### src/mix_defs.svh
// **********************************************************************
// MIX word geometry macros
// byte width, byte count and magnitude width
// **********************************************************************
`ifndef MIX_DEFS_SVH
`define MIX_DEFS_SVH

// one MIX byte holds 64 values
`define MIX_BYTE_BITS 6

// bytes per word, sign not counted
`define MIX_BYTES 5

// magnitude part of a word
`define MIX_MAG_BITS 30

`endif

### src/mix_word_pkg.sv
// **********************************************************************
// MIX word formats
// data view, instruction view and the union of both
// **********************************************************************
`include "mix_defs.svh"

package mix_word_pkg;

	// data view, b[1] is the most significant byte as in Knuth
	typedef struct packed {
		logic                                       sign; // 1 = minus
		logic [1:`MIX_BYTES][`MIX_BYTE_BITS-1:0]    b;
	} mix_data_t;

	// instruction view, +AA I F C
	typedef struct packed {
		logic                           sign;
		logic [1:0][`MIX_BYTE_BITS-1:0] aa;   // address, unused by this core
		logic [`MIX_BYTE_BITS-1:0]      i;    // index spec, unused here
		logic [`MIX_BYTE_BITS-1:0]      f;    // field spec 8*L+R
		logic [`MIX_BYTE_BITS-1:0]      c;    // opcode
	} mix_instr_t;

	// same 31 bits, read either way
	typedef union packed {
		mix_data_t  data;
		mix_instr_t instr;
	} mix_word_u;

endpackage

### src/mix_arith_pkg.sv
// **********************************************************************
// arithmetic core types
// opcodes, comparison indicator, request and response
// **********************************************************************
`include "mix_defs.svh"

package mix_arith_pkg;

	// only the opcodes this core executes
	typedef enum logic [`MIX_BYTE_BITS-1:0] {
		OP_ADD  = 6'd1,
		OP_SUB  = 6'd2,
		OP_CMPA = 6'd56
	} mix_op_e;

	// comparison indicator
	typedef enum logic [1:0] {
		CMP_LESS    = 2'd0,
		CMP_EQUAL   = 2'd1,
		CMP_GREATER = 2'd2
	} mix_cmp_e;

	// one request from the caller
	typedef struct packed {
		mix_word_pkg::mix_word_u instr; // decoded as instruction
		mix_word_pkg::mix_data_t ra;    // current rA
		mix_word_pkg::mix_data_t mem;   // contents of M
	} mix_req_t;

	// one response back to the caller
	typedef struct packed {
		mix_word_pkg::mix_data_t ra;       // new rA
		logic                    overflow; // magnitude carried out
		mix_cmp_e                cmp;      // only meaningful for CMPA
		logic                    err;      // bad F or unknown C
	} mix_rsp_t;

	// note: the caller keeps rA, nothing here is architectural state

endpackage

### src/mix_compare.sv
// **********************************************************************
// two-cycle sign-magnitude comparator
// +0 and -0 compare equal
// **********************************************************************
`timescale 1ns/100ps
`include "mix_defs.svh"

module mix_compare (
	input  logic                     clk,
	input  logic                     rst_n,
	input  logic                     start,
	input  mix_word_pkg::mix_data_t  in1, // sampled at start
	input  mix_word_pkg::mix_data_t  in2, // sampled one cycle later
	output logic                     stop,
	output mix_arith_pkg::mix_cmp_e  result
);

	mix_word_pkg::mix_data_t       a_q;
	logic signed [`MIX_MAG_BITS:0] va;  // two's complement of a_q
	logic signed [`MIX_MAG_BITS:0] vb;

	always_ff @(posedge clk or negedge rst_n) begin
		if (!rst_n)
			stop <= 1'b0;
		else
			stop <= start;
	end

	always_ff @(posedge clk) begin
		if (start)
			a_q <= in1;
	end

	// negating zero gives zero, so -0 == +0 for free
	assign va = a_q.sign ? -$signed({1'b0, a_q.b}) : $signed({1'b0, a_q.b});
	assign vb = in2.sign ? -$signed({1'b0, in2.b}) : $signed({1'b0, in2.b});

	always_comb begin
		if (va < vb)
			result = mix_arith_pkg::CMP_LESS;
		else if (va > vb)
			result = mix_arith_pkg::CMP_GREATER;
		else
			result = mix_arith_pkg::CMP_EQUAL;
	end

	a_stop_single: assert property (@(posedge clk) disable iff (!rst_n)
		stop |=> !stop);

endmodule

### config.mk
export PLATFORM = sky130hd
export DESIGN_NAME = mix_compare
export DESIGN_NICKNAME = d
export VERILOG_FILES = /design/src/mix_word_pkg.sv /design/src/mix_arith_pkg.sv /design/src/mix_compare.sv
export VERILOG_INCLUDE_DIRS = /design/src /design/src/src
export SDC_FILE = /design/constraint.sdc
export NUM_CORES = 1
export LEC_CHECK = 0
export ABC_AREA = 1
export BUFFER_PORTS_ARGS = -buffer_cell sky130_fd_sc_hd__buf_2
export CORE_AREA = 2 2 76 93
export CTS_BUF_LIST = sky130_fd_sc_hd__clkbuf_4
export DETAILED_ROUTE_END_ITERATION = 8
export DIE_AREA = 0 0 78 95
export PLACE_DENSITY = 0.78
export SLEW_MARGIN = 20
export SYNTH_ARGS = -nofsm -noshare
export SYNTH_HDL_FRONTEND = slang
export SYNTH_SLANG_ARGS = --single-unit
### constraint.sdc
create_clock -name clk -period 3.6 [get_ports clk]
set_input_delay 0.54 -clock clk [delete_from_list [all_inputs] [get_ports clk]]
set_output_delay 0.54 -clock clk [all_outputs]
set_load 0.05 [all_outputs]
* After elaboration in Yosys (flattened, before gate mapping)
Index checks and enable logic that the tools add are counted.
** Operators by class
- Multiplexer cells :: 4
- Shifts and indexed selects :: 0
- Order comparisons :: 2
- Bitwise operators :: 0
- Reductions and logical operators :: 0
- Add/subtract/negate cells :: 2
- Equality and inequality tests :: 0
- Div/mod/pow operators :: 0
- Multipliers :: 0
** Operator list (number)
- $mux W31 :: 2
- $neg A30 Y31 :: 2
- $gt A31 B31 Y1 :: 1
- $lt A31 B31 Y1 :: 1
- $mux W2 :: 2
** Word-level totals
- Logic and storage cells :: 15
- Memories kept :: 0
- ROM bits :: 0
- Bits in writable memories :: 0
- Output and inout bits :: 3
- Bits in registers :: 32
- Latch bits :: 0

* Longest topological paths before layout
- Word-level depth :: 5
- Gate-level depth with buffers :: 23
- Depth with buffers taken out :: 23

* Least setup slack after synthesis
OpenSTA, ideal clock, no wires.
- Path type :: input-to-output
- Start :: in in2[1] in the netlist's numbering
- End :: out result[0]
- Slack :: -0.011 ns
- Arrival time :: 3.071 ns
- Stages :: 20
- Data required time :: 3.060 ns
- Cells stage by stage :: inv_1 ha_1 nand3_2 nor2_2 nand4_1 nand2_1 o21ai_0 xor2_1 ha_1 nand2_1 nand2_1 nand2_1 nand2_1 nand2_1 nand2_1 a21oi_1 nand2_1 nand2_1 nand2_1 nor2_1
** Between the ends
- Word-level cells in the longest chain between the ends :: 5
** Ends and longest elaborated chain
- from (decl) :: line mix_compare.sv:13 : input mix_word_pkg::mix_data_t in2,
- $neg A30 Y31 :: line mix_compare.sv:36 : assign vb = in2.sign ? -$signed({1'b0, in2.b}) : $signed({1'b0, in2.b});
- $mux W31 * :: line mix_compare.sv:36
- $gt A31 B31 Y1 :: line mix_compare.sv:41 : else if (va > vb)
- $mux W2 :: line mix_compare.sv:41
- $mux W2 * :: line mix_compare.sv:39 : if (va < vb)
- to (decl) :: line mix_compare.sv:15 : output mix_arith_pkg::mix_cmp_e result
Every way passes the cells marked *; elsewhere a longest branch is shown, timed or not.

* Worst setup path in the final report
- Start :: reg a_q[0] in the netlist's numbering
- End :: out result[0]
** Between the ends
- Word-level cells in the longest chain between the ends :: 5
** Ends and longest elaborated chain
- from (decl) :: line mix_compare.sv:18 : mix_word_pkg::mix_data_t a_q;
- from (signal assigned) :: line mix_compare.sv:31 : a_q <= in1;
- $neg A30 Y31 :: line mix_compare.sv:35 : assign va = a_q.sign ? -$signed({1'b0, a_q.b}) : $signed({1'b0, a_q.b});
- $mux W31 * :: line mix_compare.sv:35
- $gt A31 B31 Y1 :: line mix_compare.sv:41
- $mux W2 :: line mix_compare.sv:41
- $mux W2 * :: line mix_compare.sv:39
Marked as above.

==> key figures <==
Final layout
  • Most common cell after layout, fill and taps aside: nand2_1
  • Final #Nets: 706
  • Share of cells above drive strength 1: 25.45%
  • Most frequent cells in the layout: nand2_1 (123), nor2_1 (70), buf_2 (65), inv_1 (57), xor2_1 (36)
  • Layout area overhead: 26.11%
  • FILL cells: 586
  • ANT cells: 0
  • Final Core Density: 67.05%

Placed design
  • HPWL after DPL: 7.718 mm
  • PortBufs: 67
  • Placer congestion estimate: 0.9431

Global route
  • Antenna violations before repair: 0
  • Grt total ovfl: 0
  • First-pass GRT wire length: 14.69 mm
  • Largest net degree at the start of global routing: 33
  • Vias in the first global route: 3478
  • GR Util All Layers: 25.23%

Synthesis
  • Synth cell types: 31
  • Mux share of post-synthesis cell area: 0%
  • Mean area per synthesized cell: 6.955 um2
  • Post-synthesis compound-gate area fraction: 7.553%
  • Post-Synth Adder-Cell Area: 11.76%
  • Largest family of logic cells by synthesized area: simple AND/OR/NAND/NOR gates
  • Syn. warnings: 0
  • Register area share after synthesis: 27.22%
  • Synth Instances: 505
  • Synth Cell Area: 3512 um2
  • XOR/XNOR share of the synthesized area: 11.97%
  • Synthesized Nets: 603
  • Synth Register Bits: 32
  • Simple-gate area share of the yosys netlist: 34.20%

Power
  • Int Power: 731.1 uW
  • Sequential share of power: 39.5%
  • Cell Pwr Density: 268.7 nW/um2
  • Logic pwr share: 44.0%
  • PnR Total Power: 1.190 mW
  • Peak VDD IR: 0.0002957 V
  • Sw frac: 38.58%
  • Switching power: 459.2 uW
  • Clock power share: 16.5%
  • Static leakage: 2.096 nW

Setup path
  • Endpoint class of the critical path: output port
  • WP data arrival: 3290 ps
  • Data required time at the worst endpoint: 3060 ps
  • Critical path peak fanout: 3
  • Crit Path Category: flip-flop to output port
  • CP startpoint kind: flip-flop

Worst hold path
  • Hold depth: 1
  • Hold worst-path end: a_q[30]
  • Worst hold path class: primary input to flip-flop
  • HP Start: in1[30]

Outcome
  • Failing checks: negative setup slack
  • Status: finished with violations

Detailed routing
  • Antenna-violating nets left: 0
  • DRT Pass-1 Iters: 4
  • DRT iter0 DRCs: 162
  • Routed Wire Length: 9.355 mm
  • DR vias: 3659
  • Drt drc: 0
  • WL per Instance: 13.44 um
  • Vias/cell: 5.257

Floorplan
  • Die height: 95 um
  • IO Pins: 68
  • Die area: 7410 um2
  • Initial core utilization: 53.16%
  • Cell Rows: 33
  • Core box area: 6606 um2
  • Overall die width: 78 um

Timing
  • RSZ-0062 raised after global routing: yes
  • Fin crit period: 3832 ps
  • Max-slew violation count: 0
  • Final worst-path cycle share: 106.4%
  • Final Hold Viols: 0
  • Slew @ Worst Pin: 640.0 ps
  • Fmax: 0.2610 GHz
  • Max-slew headroom: 57.33%
  • Setup violators final: 2
  • Final setup margin: -231.9 ps

Clock tree
  • Reg clk slew, reported paths: 110 ps
  • TritonCTS clock tree: yes
  • Clk buf depth: 2
  • Root Buffer: clkbuf_4
  • CTS Buf Count: 5
  • CTS H-tree depth: 2
  • Clock tree sinks: 32

Job
  • Max_cap viols: 0
## cells by family (layout without fill, tap and decap cells)
group           after synthesis  in the layout
simple gates                278            278
buf+inv                      68            172
xor+xnor                     48             48
compound gates               46             46
fa+ha+maj                    33             33
flops                        32             32
## how the worst max path moves through the flow
stage / start / end / cells past startpoint
2_1_floorplan: in2[1] / result[0] / 20
4_1_cts: a_q[0] / result[1] / 24
6_report: a_q[0] / result[0] / 21
5_1_grt: a_q[6] / result[0] / 18
3_3_place_gp: in2[0] / result[0] / 22
3_5_place_dp: in2[0] / result[1] / 22
## power by group through the flow
stage | sequential, mW | clock (mW) | combinational, mW
finish | 0.470 | 0.197 | 0.523
global route | 0.473 | 0.215 | 0.591
global placement | 0.475 | 0 | 0.452
floorplan | 0.471 | 0 | 0.312
CTS | 0.469 | 0.203 | 0.497
detailed placement | 0.477 | 0 | 0.472
## timing repair
item / CTS / global route
gates resized for setup: 17 / 28
pin swaps: 8 / 18
buffers inserted: 4 / 4
hold buffers: 1 / 0
hold endpoints to repair: 1 / 0
endpoints found under the setup margin: 2 / 2
## metal layers
metal | global-route usage (%) | vias up | share of wire [%] | wire [um]
met5 | 0 | - | 0 | 0
met4 | 12.57 | 0 | 3.5 | 324
met3 | 2.390 | 26 | 5.0 | 464
met2 | 47.34 | 126 | 52 | 4907
met1 | 28.40 | 1663 | 39 | 3658
li1 | - | 1844 | - | -
## cells in the mapped netlist
cell type  number  share of area [%]
a21o_1          2               0.43
a21oi_1        14                2.0
a31oi_1         1               0.18
buf_2           1               0.14
clkbuf_1        6               0.64
dfrtp_1         1               0.71
edfxtp_1       31                 27
ha_1           33                 12
inv_1          61                6.5
nand2_1       132                 14
nand2_2         3               0.53
nand3_1        38                5.4
nand3_2         1               0.29
nand3b_1        1               0.21
nand4_1         8                1.4
nand4_2         1               0.36
nor2_1         75                8.0
nor2_2          3               0.53
nor2_4          3               0.96
nor3_1         10                1.4
nor3_2          1               0.29
nor3_4          1               0.46
nor4_1          1               0.18
o21a_1          1               0.21
o21ai_0        20                2.9
o21ai_1         3               0.43
o21ai_4         1               0.46
o31ai_1         3               0.64
o31ai_2         1               0.36
xnor2_1        12                3.0
xor2_1         36                9.0
## metrics by stage
stage,instances,setup WS [ps],area [um2],hold WS [ps],setup TNS (ps)
finish,696,-231.9,4429,364.5,-435.4
global route,696,-387.8,4429,354.5,-751.0
CTS,692,-181.9,4274,354.7,-349.1
detailed placement,679,-243.1,4131,315.1,-485.4
global placement,679,-110.7,4131,314.0,-217.5
floorplan,505,-10.94,3512,244.4,-21.88
## area by class of cell
class	instances	area [um2]	share of cell area, %
well taps	87	108.9	2.458
multi-input cells	405	2456	55.45
inverters	61	231.5	5.226
clock inverters	3	18.77	0.4237
clock buffers	5	37.54	0.8475
repair buffers	103	620.6	14.01
flip-flops and latches	32	955.9	21.58
## critical path, cell delays in order, from the launching register on
cell and delay, ps:
edfxtp_1 410, inv_2 100, ha_4 140, inv_4 40
nor3_4 130, nand2_2 110, buf_4 150, o31ai_1 330
xnor2_1 140, ha_1 330, nand2_1 70, nand2_1 60
nand2_1 50, nand2_1 50, nand2_1 70, nand2_1 90
a21oi_2 170, nand2_1 70, nand2_1 80, nand2_2 70
nor2_2 120, buf_6 170
## sequential cells by signal, summed over array words and instances, names as in the netlist
signal and flops:
a_q 31, stop 1
(Power assumes the default switching activity.)
