--- src/mix_defs.svh ---
// **********************************************************************
// MIX word geometry macros
// byte width, byte count and magnitude width
// **********************************************************************
`ifndef MIX_DEFS_SVH
`define MIX_DEFS_SVH

// one MIX byte holds 64 values
`define MIX_BYTE_BITS 6

// bytes per word, sign not counted
`define MIX_BYTES 5

// magnitude part of a word
`define MIX_MAG_BITS 30

`endif

--- src/mix_word_pkg.sv ---
// **********************************************************************
// MIX word formats
// data view, instruction view and the union of both
// **********************************************************************
`include "mix_defs.svh"

package mix_word_pkg;

	// data view, b[1] is the most significant byte as in Knuth
	typedef struct packed {
		logic                                       sign; // 1 = minus
		logic [1:`MIX_BYTES][`MIX_BYTE_BITS-1:0]    b;
	} mix_data_t;

	// instruction view, +AA I F C
	typedef struct packed {
		logic                           sign;
		logic [1:0][`MIX_BYTE_BITS-1:0] aa;   // address, unused by this core
		logic [`MIX_BYTE_BITS-1:0]      i;    // index spec, unused here
		logic [`MIX_BYTE_BITS-1:0]      f;    // field spec 8*L+R
		logic [`MIX_BYTE_BITS-1:0]      c;    // opcode
	} mix_instr_t;

	// same 31 bits, read either way
	typedef union packed {
		mix_data_t  data;
		mix_instr_t instr;
	} mix_word_u;

endpackage

--- src/mix_add.sv ---
// **********************************************************************
// two-cycle sign-magnitude adder / subtractor
// overflow is the carry out of the magnitude
// **********************************************************************
`timescale 1ns/100ps
`include "mix_defs.svh"

module mix_add (
	input  logic                    clk,
	input  logic                    rst_n,
	input  logic                    start,    // one-cycle pulse
	input  logic                    subtract, // negate in2 first
	input  mix_word_pkg::mix_data_t in1,      // sampled at start
	input  mix_word_pkg::mix_data_t in2,      // sampled one cycle later
	output logic                    stop,
	output mix_word_pkg::mix_data_t out,
	output logic                    overflow
);

	mix_word_pkg::mix_data_t  a_q;   // cached first summand
	logic                     sub_q;
	logic                     b_sign;
	logic [`MIX_MAG_BITS:0]   sum;   // |a|+|b|
	logic [`MIX_MAG_BITS:0]   d1;    // |a|-|b|
	logic [`MIX_MAG_BITS:0]   d2;    // |b|-|a|

	// stop follows start by one edge
	always_ff @(posedge clk or negedge rst_n) begin
		if (!rst_n)
			stop <= 1'b0;
		else
			stop <= start;
	end

	always_ff @(posedge clk) begin
		if (start) begin
			a_q   <= in1;
			sub_q <= subtract;
		end
	end

	assign b_sign = sub_q ^ in2.sign; // subtraction is addition of -in2

	assign sum = {1'b0, a_q.b} + {1'b0, in2.b};
	assign d1  = {1'b0, a_q.b} - {1'b0, in2.b};
	assign d2  = {1'b0, in2.b} - {1'b0, a_q.b};

	// choose by the two signs
	always_comb begin
		if (a_q.sign == b_sign) begin
			out.sign = a_q.sign;               // same signs just add
			out.b    = sum[`MIX_MAG_BITS-1:0];
			overflow = sum[`MIX_MAG_BITS];
		end else if (!d1[`MIX_MAG_BITS]) begin
			out.sign = a_q.sign;               // |a| >= |b|, zero keeps a's sign
			out.b    = d1[`MIX_MAG_BITS-1:0];
			overflow = 1'b0;
		end else begin
			out.sign = b_sign;                 // |b| wins
			out.b    = d2[`MIX_MAG_BITS-1:0];
			overflow = 1'b0;
		end
	end

	// sequencer must never start back to back
	a_stop_single: assert property (@(posedge clk) disable iff (!rst_n)
		stop |=> !stop);

endmodule

--- config.mk ---
export PLATFORM = sky130hd
export DESIGN_NAME = mix_add
export DESIGN_NICKNAME = d
export VERILOG_FILES = /design/src/mix_word_pkg.sv /design/src/mix_add.sv
export VERILOG_INCLUDE_DIRS = /design/src /design/src/src
export SDC_FILE = /design/constraint.sdc
export NUM_CORES = 1
export LEC_CHECK = 0
export BUFFER_PORTS_ARGS = -buffer_cell sky130_fd_sc_hd__clkbuf_2
export CAP_MARGIN = 20
export CORE_ASPECT_RATIO = 1.5
export CORE_UTILIZATION = 50
export DETAILED_ROUTE_END_ITERATION = 10
export HOLD_SLACK_MARGIN = 0.15
export PLACE_DENSITY = 0.72
export SETUP_SLACK_MARGIN = 0.5
export SKIP_LAST_GASP = 1
export SLEW_MARGIN = 30
export SYNTH_ARGS = -nofsm -noshare
export SYNTH_HDL_FRONTEND = slang
export SYNTH_SLANG_ARGS = --single-unit
--- constraint.sdc ---
create_clock -name clk -period 5.8 [get_ports clk]
set_clock_uncertainty 0.1 [all_clocks]
set_input_delay 0.58 -clock clk [delete_from_list [all_inputs] [get_ports clk]]
set_output_delay 0.58 -clock clk [all_outputs]
set_load 0.05 [all_outputs]
======== Yosys cells after proc, flatten, opt, wreduce, memory -nomap -nowiden ========
Index checks and enable logic that the tools add are counted.
word-level totals
  register bits ........................... 33
  bits of input ports ..................... 66
  output and inout bits ................... 33
cells by class
  $add $sub $neg .......................... 3
  equal/unequal tests ..................... 1
  multiplexer cells ....................... 3
  bitwise logic cells ..................... 1
operator list
  operator        count
  $mux 31         2
  $add 30x30->31  1
  $sub 30x30->31  1
  $sub 30x30->30  1
  $eq 1x1->1      1
  $mux 1          1
  $xor 1x1->1     1

======== Logic depth before layout (Yosys ltp) ========
Gate-level depths: netlist (run 1).
  word-level depth ........................ 3
  depth in mapped cells ................... 14
  depth with buffers taken out ............ 12

======== Worst setup path before layout (run 1) ========
No wires, ideal clock.
  kind .................................... input to output
  from .................................... input port in2[0] (netlist name)
  to ...................................... output port out[25] (netlist name)
  arrival time ............................ 4.239 ns
  required time ........................... 5.120 ns
  slack ................................... 0.881 ns
  cell stages on the path ................. 10
  cells stage by stage .................... ha_1 fa_1 nand3b_1 a21oi_1 o41ai_2 a211o_1 nand2_2 buf_4 mux2i_1 o311ai_0
RTL lines
  element          RTL line       RTL
  start, declared  mix_add.sv:14  input mix_word_pkg::mix_data_t in2,
  end, declared    mix_add.sv:16  output mix_word_pkg::mix_data_t out,

==> impl_metrics.py, run 1 <==
metrics = {
    "run_status": {
        "status": "finished clean",
    },
    "grt": {
        "grt_use_met1_pct": 33.2,
        "grt_pass1_vias": 6305,
        "grt_busiest_layer": "met2",
        "grt_first_pass_wirelength_um": 30900,
        "antenna_found_initial": 0,
        "grt_max_degree": 40,
        "grt.overflow.total": 0,
        "grt.met2_usage_pct": 60.2,
        "grtUsageMet3_pct": 2.39,
        "grtUsageTotal_pct": 31.2,
    },
    "clock_network": {
        "cts-buffers-inserted": 5,
        "cts_root_buffer": "clkbuf_16",
        "h-tree-depth": 2,
        "cts_tree": "done",
        "postCtsSetupBuffers": 0,
        "clkSinkCount": 33,
        "cts.path.max_buffers": 2,
        "path_clk_slew_ns": 0.06,
        "cts_resized": 0,
    },
    "detailed_routing": {
        "vias_per_cell": 6.25,
        "drt_wl_total_um": 19900,
        "drc_errors": 0,
        "vias": 6367,
        "route.antenna.remaining_nets": 0,
        "wl_per_cell_um": 19.6,
        "first_iter_violations": 506,
        "first_pass_iters": 6,
    },
    "place": {
        "portBuffers": 98,
        "dp.final_hpwl_um": 15600,
        "gp_congestion": 0.920,
    },
    "floorplanning": {
        "dieArea_sq_um": 12600,
        "pin_count": 99,
        "chipWidth_um": 91.8,
        "start_util_pct": 52.0,
        "die-height_um": 137,
        "rows": 48,
        "core_area_sq_um": 11700,
    },
    "synth": {
        "yosysSeqAreaShare_pct": 16.3,
        "yosysWarnings": 0,
        "ys.flop_type": "edfxtp_1",
        "synth_seq_cells": 33,
        "synth.cell_area_sq_um": 6050,
        "synth_edf_count": 32,
        "yosysUniqueCellTypes": 78,
        "syn_area_per_cell_sq_um": 7.62,
        "syn_nets": 959,
        "syn_inst": 794,
        "synthArstFlopShare_pct": 3.03,
    },
    "sta": {
        "final_hold_viol_count": 0,
        "relSlewSlack_pct": 36.0,
        "finalCriticalPeriod_ns": 5.04,
        "fin_crit_sh_pct": 87.0,
        "finalHoldWorstSlack_ns": 0.366,
        "finalSetupViolCount": 0,
        "finalMaxSlewViolations": 0,
        "rsz0062_at_grt": "no",
        "worst_pin_slew_ns": 0.959,
        "max_clock_freq_ghz": 0.198,
        "setup_tns_ns": 0,
    },
    "setup_path": {
        "cp.arrival_ns": 4.36,
        "crit_path_end": "out[6]",
        "startpoint_type": "flop",
        "crit_fanout": 32,
        "worstSetupStartpoint": "a_q[8]",
        "cp.required_ns": 5.12,
        "end_kind": "output port",
        "critical_path_class": "flop to output port",
    },
    "finish": {
        "antennaDiodeCount": 0,
        "fillers": 1119,
        "seq_area_sq_um": 986,
        "multi_input_area_sq_um": 4580,
        "area_delta_synth_final_pct": 11.6,
        "nets": 1032,
        "drive_above_1_share_pct": 15.4,
    },
    "worst_hold_path": {
        "hold_class": "primary input to flop",
    },
    "pwr": {
        "leakage_uw": 0.00320,
        "power_density_nw_per_um2": 264,
        "vdd_ir_drop_max_mv": 0.184,
        "power_uw": 1790,
    },
    "run": {
        "cap_violations": 0,
    },
}
==> flip-flops by register name (all words and copies together) (netlist names) <==
signal / cells
sub_q: 1
stop: 1
a_q: 31
==> cells by family (layout without fill, tap and decap cells) <==
logic type,after synthesis,after routing,synth area share [%]
compound gates,278,278,31.3
xor+xnor,28,28,4.05
fa+ha+maj,99,99,20.8
buf+inv,127,201,8.33
flops,33,33,16.3
mux,13,13,2.21
simple gates,216,216,17.0
==> synthesized netlist by cell type, types with 5 or more instances <==
cell | instances | area share (%)
a211o_1 | 5 | 0.72
a31oi_1 | 14 | 1.4
a21oi_1 | 89 | 7.4
nand4_1 | 12 | 1.2
nor3_1 | 23 | 1.9
o211ai_1 | 9 | 1.1
nand3_1 | 12 | 0.99
clkbuf_1 | 20 | 1.2
a221oi_1 | 5 | 0.72
buf_2 | 9 | 0.74
mux2i_1 | 10 | 1.7
o31ai_1 | 17 | 2.1
o21ai_0 | 48 | 4.0
xnor2_1 | 21 | 3.0
nand2_1 | 51 | 3.2
xor2_1 | 7 | 1.0
nor2_1 | 71 | 4.4
a211oi_1 | 8 | 0.99
a21o_1 | 18 | 2.2
and3_1 | 5 | 0.52
o31a_1 | 5 | 0.72
inv_1 | 90 | 5.6
nor2b_1 | 9 | 0.93
ha_1 | 96 | 20
nand2b_1 | 7 | 0.72
edfxtp_1 | 32 | 16
o21bai_1 | 17 | 2.1
==> metrics by stage <==
stage | std cells | util (%) | setup slack (ns) | area [sq um]
5_1_grt | 1018 | 58.0 | 0.535 | 6760
3_5_place_dp | 1009 | 56.7 | 0.899 | 6610
4_1_cts | 1018 | 58.0 | 0.828 | 6760
6_report | 1018 | 58.0 | 0.756 | 6760
3_3_place_gp | 1009 | 56.7 | 1.01 | 6610
2_1_floorplan | 794 | - | 0.881 | 6050
==> layout by cell type (no fill, tap or decap), types with 10 or more instances in the layout <==
master / netlist / routed
a21o_1: 18 / 18
a21oi_1: 89 / 89
a31oi_1: 14 / 14
clkbuf_2: 1 / 98
edfxtp_1: 32 / 32
ha_1: 96 / 96
inv_1: 90 / 90
mux2i_1: 10 / 10
nand2_1: 51 / 51
nand3_1: 12 / 12
nand4_1: 12 / 12
nor2_1: 71 / 71
nor3_1: 23 / 23
o21ai_0: 48 / 48
o21bai_1: 17 / 17
o31ai_1: 17 / 17
xnor2_1: 21 / 20
==> how the worst min path moves through the flow <==
stage | slack (ns) | from | to | cells after the start
6_report | 0.37 | in1[18] | a_q[18] | 1
2_1_floorplan | 0.18 | rst_n | stop | 0
4_1_cts | 0.36 | in1[1] | a_q[1] | 1
3_5_place_dp | 0.26 | rst_n | stop | 1
3_3_place_gp | 0.25 | rst_n | stop | 1
5_1_grt | 0.36 | in1[8] | a_q[8] | 1
==> power breakdown <==
| part | total, uW | internal (uW) | switching (uW) |
|---|---|---|---|
| clock | 274 | 158 | 115 |
| combinational | 1210 | 351 | 859 |
| sequential | 301 | 284 | 17.5 |
| total | 1790 | 793 | 992 |
==> timing repair <==
item / 4_1_cts / 5_1_grt
hold endpoints to repair: 1 / 0
endpoints found under the setup margin: 0 / 0
hold buffers: 1 / 0
==> metal layers <==
layer  routed length, um  part of all wire (%)  vias to the layer above
met4                1070                   5.3                        0
met1                7550                    38                     3015
li1                    -                     -                     3003
met2               10400                    52                      274
met5                   0                     0                        -
met3                 888                   4.5                       75
==> cell type report <==
type                       count  share of cell area (%)
clock buffer                   6                    1.91
clock inverter                 2                   0.148
inverter                      91                    5.06
multi-input combinational    634                    67.8
sequential                    33                    14.6
tap                          150                    2.78
timing repair buffer         102                    7.74
==> critical path, stage by stage, from the launching register on <==
cell,delay [ns]
edfxtp_1,0.43
ha_1,0.59
o21ai_0,0.25
a2111oi_2,0.47
o41ai_2,0.20
a211o_1,0.35
nand2_2,0.53
mux2_2,0.40
o21ai_0,0.17
a41oi_1,0.18
xor2_1,0.21
clkbuf_2,0.30
(Power assumes the default switching activity.)
==> run 2, diff against run 1 <==
BUFFER_PORTS_ARGS = default   (was -buffer_cell sky130_fd_sc_hd__clkbuf_2)
DONT_BUFFER_PORTS = 1   (was default)
PLACE_DENSITY = default   (was 0.72)
==> run 2 against run 1 <==
Against the previous run:
- die area did not move
- sequential power is essentially flat
- cell count is 6.8% lower
- sequential cell count is the same
- power grew 1.4%
- clock power about the same
- critical path depth unchanged
- non-clock buffer count fell by 69
- hold slack got worse by 0.14 ns
- count of clock-buffer cells in the layout stayed put
- critical path type unchanged
- highest routed layer unchanged
==> impl_metrics.py, run 2 (synthesis gave the netlist of run 1 again) <==
metrics = {
    "detailed_routing": {
        "drc_errors": 0,
        "first_iter_violations": 323,
        "vias_per_cell": 6.32,
        "wl_per_cell_um": 20.9,
        "vias": 6001,
        "route.antenna.remaining_nets": 0,
        "drt_wl_total_um": 19800,
        "first_pass_iters": 5,
    },
    "worst_hold_path": {
        "hold_class": "primary input to flop",
        "whs_path_depth": 0,
    },
    "sta": {
        "final_hold_viol_count": 0,
        "setup_tns_ns": 0,
        "worst_pin_slew_ns": 1.00,
        "finalMaxSlewViolations": 0,
        "max_clock_freq_ghz": 0.205,
        "finalCriticalPeriod_ns": 4.87,
        "rsz0062_at_grt": "no",
        "fin_crit_sh_pct": 84.0,
        "finalHoldWorstSlack_ns": 0.230,
        "finalSetupViolCount": 0,
        "relSlewSlack_pct": 33.0,
    },
    "setup_path": {
        "cpMaxStageDelayCell": "ha_1",
        "end_kind": "output port",
        "path_buf_inv": 1,
        "startpoint_type": "flop",
        "cp.arrival_ns": 4.19,
        "cp.required_ns": 5.12,
        "path_cells": "ha_1 -> nand4_1 -> a2111oi_2 -> o41ai_2 -> a211o_1 -> nand2_2 -> mux2_2 -> o21ai_0 -> a41oi_1 -> xor2_1 -> buf_4",
        "crit_fanout": 32,
        "cp_num_cells": 11,
        "crit_family": "compound AO/OA/AOI/OAI gates",
        "critical_path_class": "flop to output port",
        "cp_slowest_stage_delay_ns": 0.62,
    },
    "finish": {
        "antennaDiodeCount": 0,
        "reg_top3": "a_q x31, stop x1, sub_q x1",
        "design_area_sq_um": 6500,
        "fillers": 1183,
        "final_cell_mix": "96 x ha_1, 90 x inv_1, 89 x a21oi_1",
        "area_delta_synth_final_pct": 7.32,
        "largest_register_ffs": 31,
        "regMostFlops": "a_q",
        "stdcell_count": 949,
        "drive_above_1_share_pct": 8.39,
        "nets": 963,
        "layout_commonest_cell": "ha_1",
    },
    "run": {
        "cap_violations": 0,
    },
    "pwr": {
        "power_density_nw_per_um2": 279,
        "leakage_uw": 0.00294,
        "vdd_ir_drop_max_mv": 0.178,
    },
    "clock_network": {
        "h-tree-depth": 2,
        "postCtsSetupBuffers": 0,
        "cts_root_buffer": "clkbuf_16",
        "cts-buffers-inserted": 5,
        "cts.path.max_buffers": 2,
        "path_clk_slew_ns": 0.06,
        "clkSinkCount": 33,
        "cts_tree": "done",
    },
    "floorplanning": {
        "core_area_sq_um": 11700,
        "chipWidth_um": 91.8,
        "dieArea_sq_um": 12600,
        "rows": 48,
        "pin_count": 99,
        "start_util_pct": 52.0,
        "die-height_um": 137,
    },
    "grt": {
        "grt_pass1_vias": 6045,
        "grtUsageTotal_pct": 31.1,
        "grt_max_degree": 40,
        "grt_first_pass_wirelength_um": 30600,
        "grtUsageMet3_pct": 3.72,
        "grt_busiest_layer": "met2",
        "grt.overflow.total": 0,
        "antenna_found_initial": 0,
        "grt_use_met1_pct": 32.4,
        "grt.met2_usage_pct": 59.3,
    },
    "place": {
        "dp.cells": 940,
        "portBuffers": 0,
        "dp.final_hpwl_um": 15700,
        "gp_congestion": 0.916,
        "placed_area_sq_um": 6350,
    },
    "run_status": {
        "status": "finished clean",
    },
}
[run 2: changes by cell type in the layout (fill, tap and decap cells not counted), sizes merged]
cell | before | now
clkbuf | 104 | 6
buf | 3 | 32
[run 2: layout make-up]
class | count | area [sq um] | share of cell area, %
Clock buffer | 6 | 129 | 1.98
Clock inverter | 2 | 10.0 | 0.154
Inverter | 91 | 342 | 5.26
Multi-Input combinational cell | 634 | 4590 | 70.7
Sequential cell | 33 | 986 | 15.2
Tap cell | 150 | 188 | 2.89
Timing Repair Buffer | 33 | 250 | 3.85
[run 2: worst paths after layout]
| path | slack, ns | endpoint | start |
|---|---|---|---|
| min in group asynchronous | 0.40 | stop | rst_n |
| max in group asynchronous | 5.10 | stop | rst_n |
| setup / recovery | 0.93 | out[6] | a_q[14] |
| hold / removal | 0.23 | stop | start |
[run 2: layer usage]
| metal | wire length (um) | part of all wire [%] |
|---|---|---|
| met5 | 0 | 0 |
| met4 | 1030 | 5.2 |
| met3 | 943 | 4.8 |
| met2 | 10500 | 53 |
| met1 | 7410 | 37 |
[run 2: what timing repair did]
action                                 4_1_cts  5_1_grt
endpoints found under the hold margin        1        0
hold buffers                                 1        0
resized for setup                            0        0
setup endpoints to repair                    0        0
[run 2: metrics by stage]
stage | setup WS [ns] | power [uW] | utilization, %
2_1_floorplan | 0.881 | 1200 | -
5_1_grt | 0.643 | 1890 | 55.8
3_3_place_gp | 1.15 | 1520 | 54.5
4_1_cts | 0.935 | 1800 | 55.8
6_report | 0.926 | 1810 | 55.8
3_5_place_dp | 1.09 | 1520 | 54.5
[run 2: power breakdown]
group	switching [uW]	internal (uW)
Clock	115	158
Sequential	17.6	284
Combinational	848	388
==> run 3, diff against run 2 <==
clock period = 4.6 ns   (was 5.8 ns; I/O delays follow)
==> run 3 against run 2 <==
Against the previous run:
- hold slack worse by 0.066 ns
- sequential power up 27%
- die area did not move
- first-iteration DRC count rose by 53%
- sequential cell count did not move
- clock power up 26%
- global-route usage is 2.8 points higher
- core utilization rose by 10 points
- cell area increased by 18%
- non-clock buffer count increased by 75
- highest routed layer unchanged
==> impl_metrics.py, run 3 (synthesis gave the netlist of run 1 again) <==
metrics = {
    "run_status": {
        "status": "finished clean",
    },
    "worst_hold_path": {
        "whs_path_depth": 0,
        "hold_class": "primary input to flop",
    },
    "detailed_routing": {
        "vias": 6644,
        "drt_wl_total_um": 22400,
        "route.antenna.remaining_nets": 0,
        "first_iter_violations": 493,
        "vias_per_cell": 6.48,
        "first_pass_iters": 7,
        "drc_errors": 0,
        "wl_per_cell_um": 21.8,
    },
    "pwr": {
        "p_int_uw": 1220,
        "net-switching-power_uw": 1360,
        "power_density_nw_per_um2": 336,
        "swShare_pct": 52.7,
        "seq_power_share_pct": 14.8,
        "power_uw": 2590,
        "vdd_ir_drop_max_mv": 0.212,
        "pwr-share-clk_pct": 13.3,
        "leakage_uw": 0.00337,
        "combinationalPowerShare_pct": 71.9,
    },
    "place": {
        "dp.final_hpwl_um": 16600,
        "placed_area_sq_um": 6530,
        "portBuffers": 0,
        "gp_congestion": 1.01,
    },
    "finish": {
        "fillers": 1067,
        "multi_input_area_sq_um": 5170,
        "drive_above_1_share_pct": 24.0,
        "final_util_pct": 66.0,
        "seq_area_sq_um": 986,
        "largest_register_ffs": 31,
        "layout_commonest_cell": "buf_4",
        "reg_top3": "a_q x31, stop x1, sub_q x1",
        "final_cell_mix": "95 x buf_4, 88 x inv_1, 80 x a21oi_1",
        "antennaDiodeCount": 0,
        "design_area_sq_um": 7690,
        "regMostFlops": "a_q",
        "area_delta_synth_final_pct": 27.0,
        "nets": 1039,
    },
    "setup_path": {
        "path_cells": "ha_4 -> buf_6 -> nand4_1 -> a2111oi_4 -> o41ai_4 -> a211o_1 -> nand2_4 -> buf_6 -> mux2_2 -> o21ai_2 -> a41oi_2 -> xor2_1 -> buf_4",
        "cpMaxStageDelayCell": "a2111oi_4",
        "startpoint_type": "flop",
        "end_kind": "output port",
        "cp.arrival_ns": 3.64,
        "path_buf_inv": 3,
        "cp_num_cells": 13,
        "cpMostUsedCell": "buf_6",
        "cp_slowest_stage_delay_ns": 0.50,
        "cp.required_ns": 4.04,
        "crit_fanout": 8,
        "critical_path_class": "flop to output port",
        "crit_family": "compound AO/OA/AOI/OAI gates",
    },
    "clock_network": {
        "cts-buffers-inserted": 5,
        "clkSinkCount": 33,
        "cts_root_buffer": "clkbuf_16",
        "h-tree-depth": 2,
        "path_clk_slew_ns": 0.06,
        "cts_tree": "done",
        "cts.path.max_buffers": 2,
    },
    "sta": {
        "finalHoldWorstSlack_ns": 0.164,
        "max_clock_freq_ghz": 0.238,
        "worst_pin_slew_ns": 0.943,
        "rsz0062_at_grt": "yes",
        "finalCriticalPeriod_ns": 4.20,
        "finalMaxSlewViolations": 0,
        "setup_tns_ns": 0,
        "fin_crit_sh_pct": 91.4,
        "finalSetupViolCount": 0,
        "final_hold_viol_count": 0,
        "relSlewSlack_pct": 36.8,
    },
    "floorplanning": {
        "rows": 48,
        "die-height_um": 137,
        "start_util_pct": 52.0,
        "core_area_sq_um": 11700,
        "chipWidth_um": 91.8,
        "dieArea_sq_um": 12600,
        "pin_count": 99,
    },
    "grt": {
        "antenna_found_initial": 0,
        "grtUsageTotal_pct": 34.0,
        "grt_max_degree": 34,
        "grt_first_pass_wirelength_um": 32900,
        "grt_pass1_vias": 6440,
        "grt.overflow.total": 0,
    },
    "run": {
        "cap_violations": 0,
    },
}
run 3: cell types whose count changed in the layout (fill, tap and decap cells not counted), moves of 9 or more:
cell,before,now
ha_4,0,12
ha_1,96,79
buf_4,32,95
a21oi_1,89,80
o21ai_0,48,39
buf_6,0,10
run 3: final timing paths:
kind | to | slack [ns] | start
min in group asynchronous | stop | 0.28 | rst_n
worst min-delay path | a_q[7] | 0.16 | in1[7]
worst max-delay path | out[6] | 0.40 | a_q[17]
max in group asynchronous | stop | 4.02 | rst_n
run 3: through the flow:
step | setup WS, ns | instances
final | 0.395 | 1025
after global placement | 0.165 | 964
after CTS | 0.463 | 1002
after detailed placement | 0.139 | 964
after floorplan | 0.516 | 794
after global routing | 0.300 | 1025
run 3: layout make-up:
type                            count  share of cell area, %
Clock inverter                      2                  0.130
Inverter                           91                   4.44
Timing Repair Buffer              108                   11.2
Tap cell                          150                   2.44
Multi-Input combinational cell    635                   67.3
Clock buffer                        6                   1.68
Sequential cell                    33                   12.8
run 3: what timing repair did:
action                                 4_1_cts  5_1_grt
hold buffers                                 2        0
gates cloned                                 1        0
endpoints found under the hold margin        2        0
buffers inserted                            27       23
resized for setup                           59       62
pin swaps                                   21       44
setup endpoints to repair                   29       26
run 3: per-layer routing:
| metal | routed length [um] | global-route usage [%] |
|---|---|---|
| met1 | 8020 | 35.0 |
| met2 | 11600 | 63.6 |
| met3 | 1210 | 3.72 |
| met4 | 1500 | 23.8 |
| met5 | 0 | 0 |
run 3: power by group through the flow:
stage               clock, uW  sequential [uW]  combinational, uW
floorplan                   0              380               1140
global route              360              386               1940
global placement            0              385               1580
CTS                       353              382               1700
finish                    343              382               1860
detailed placement          0              388               1580
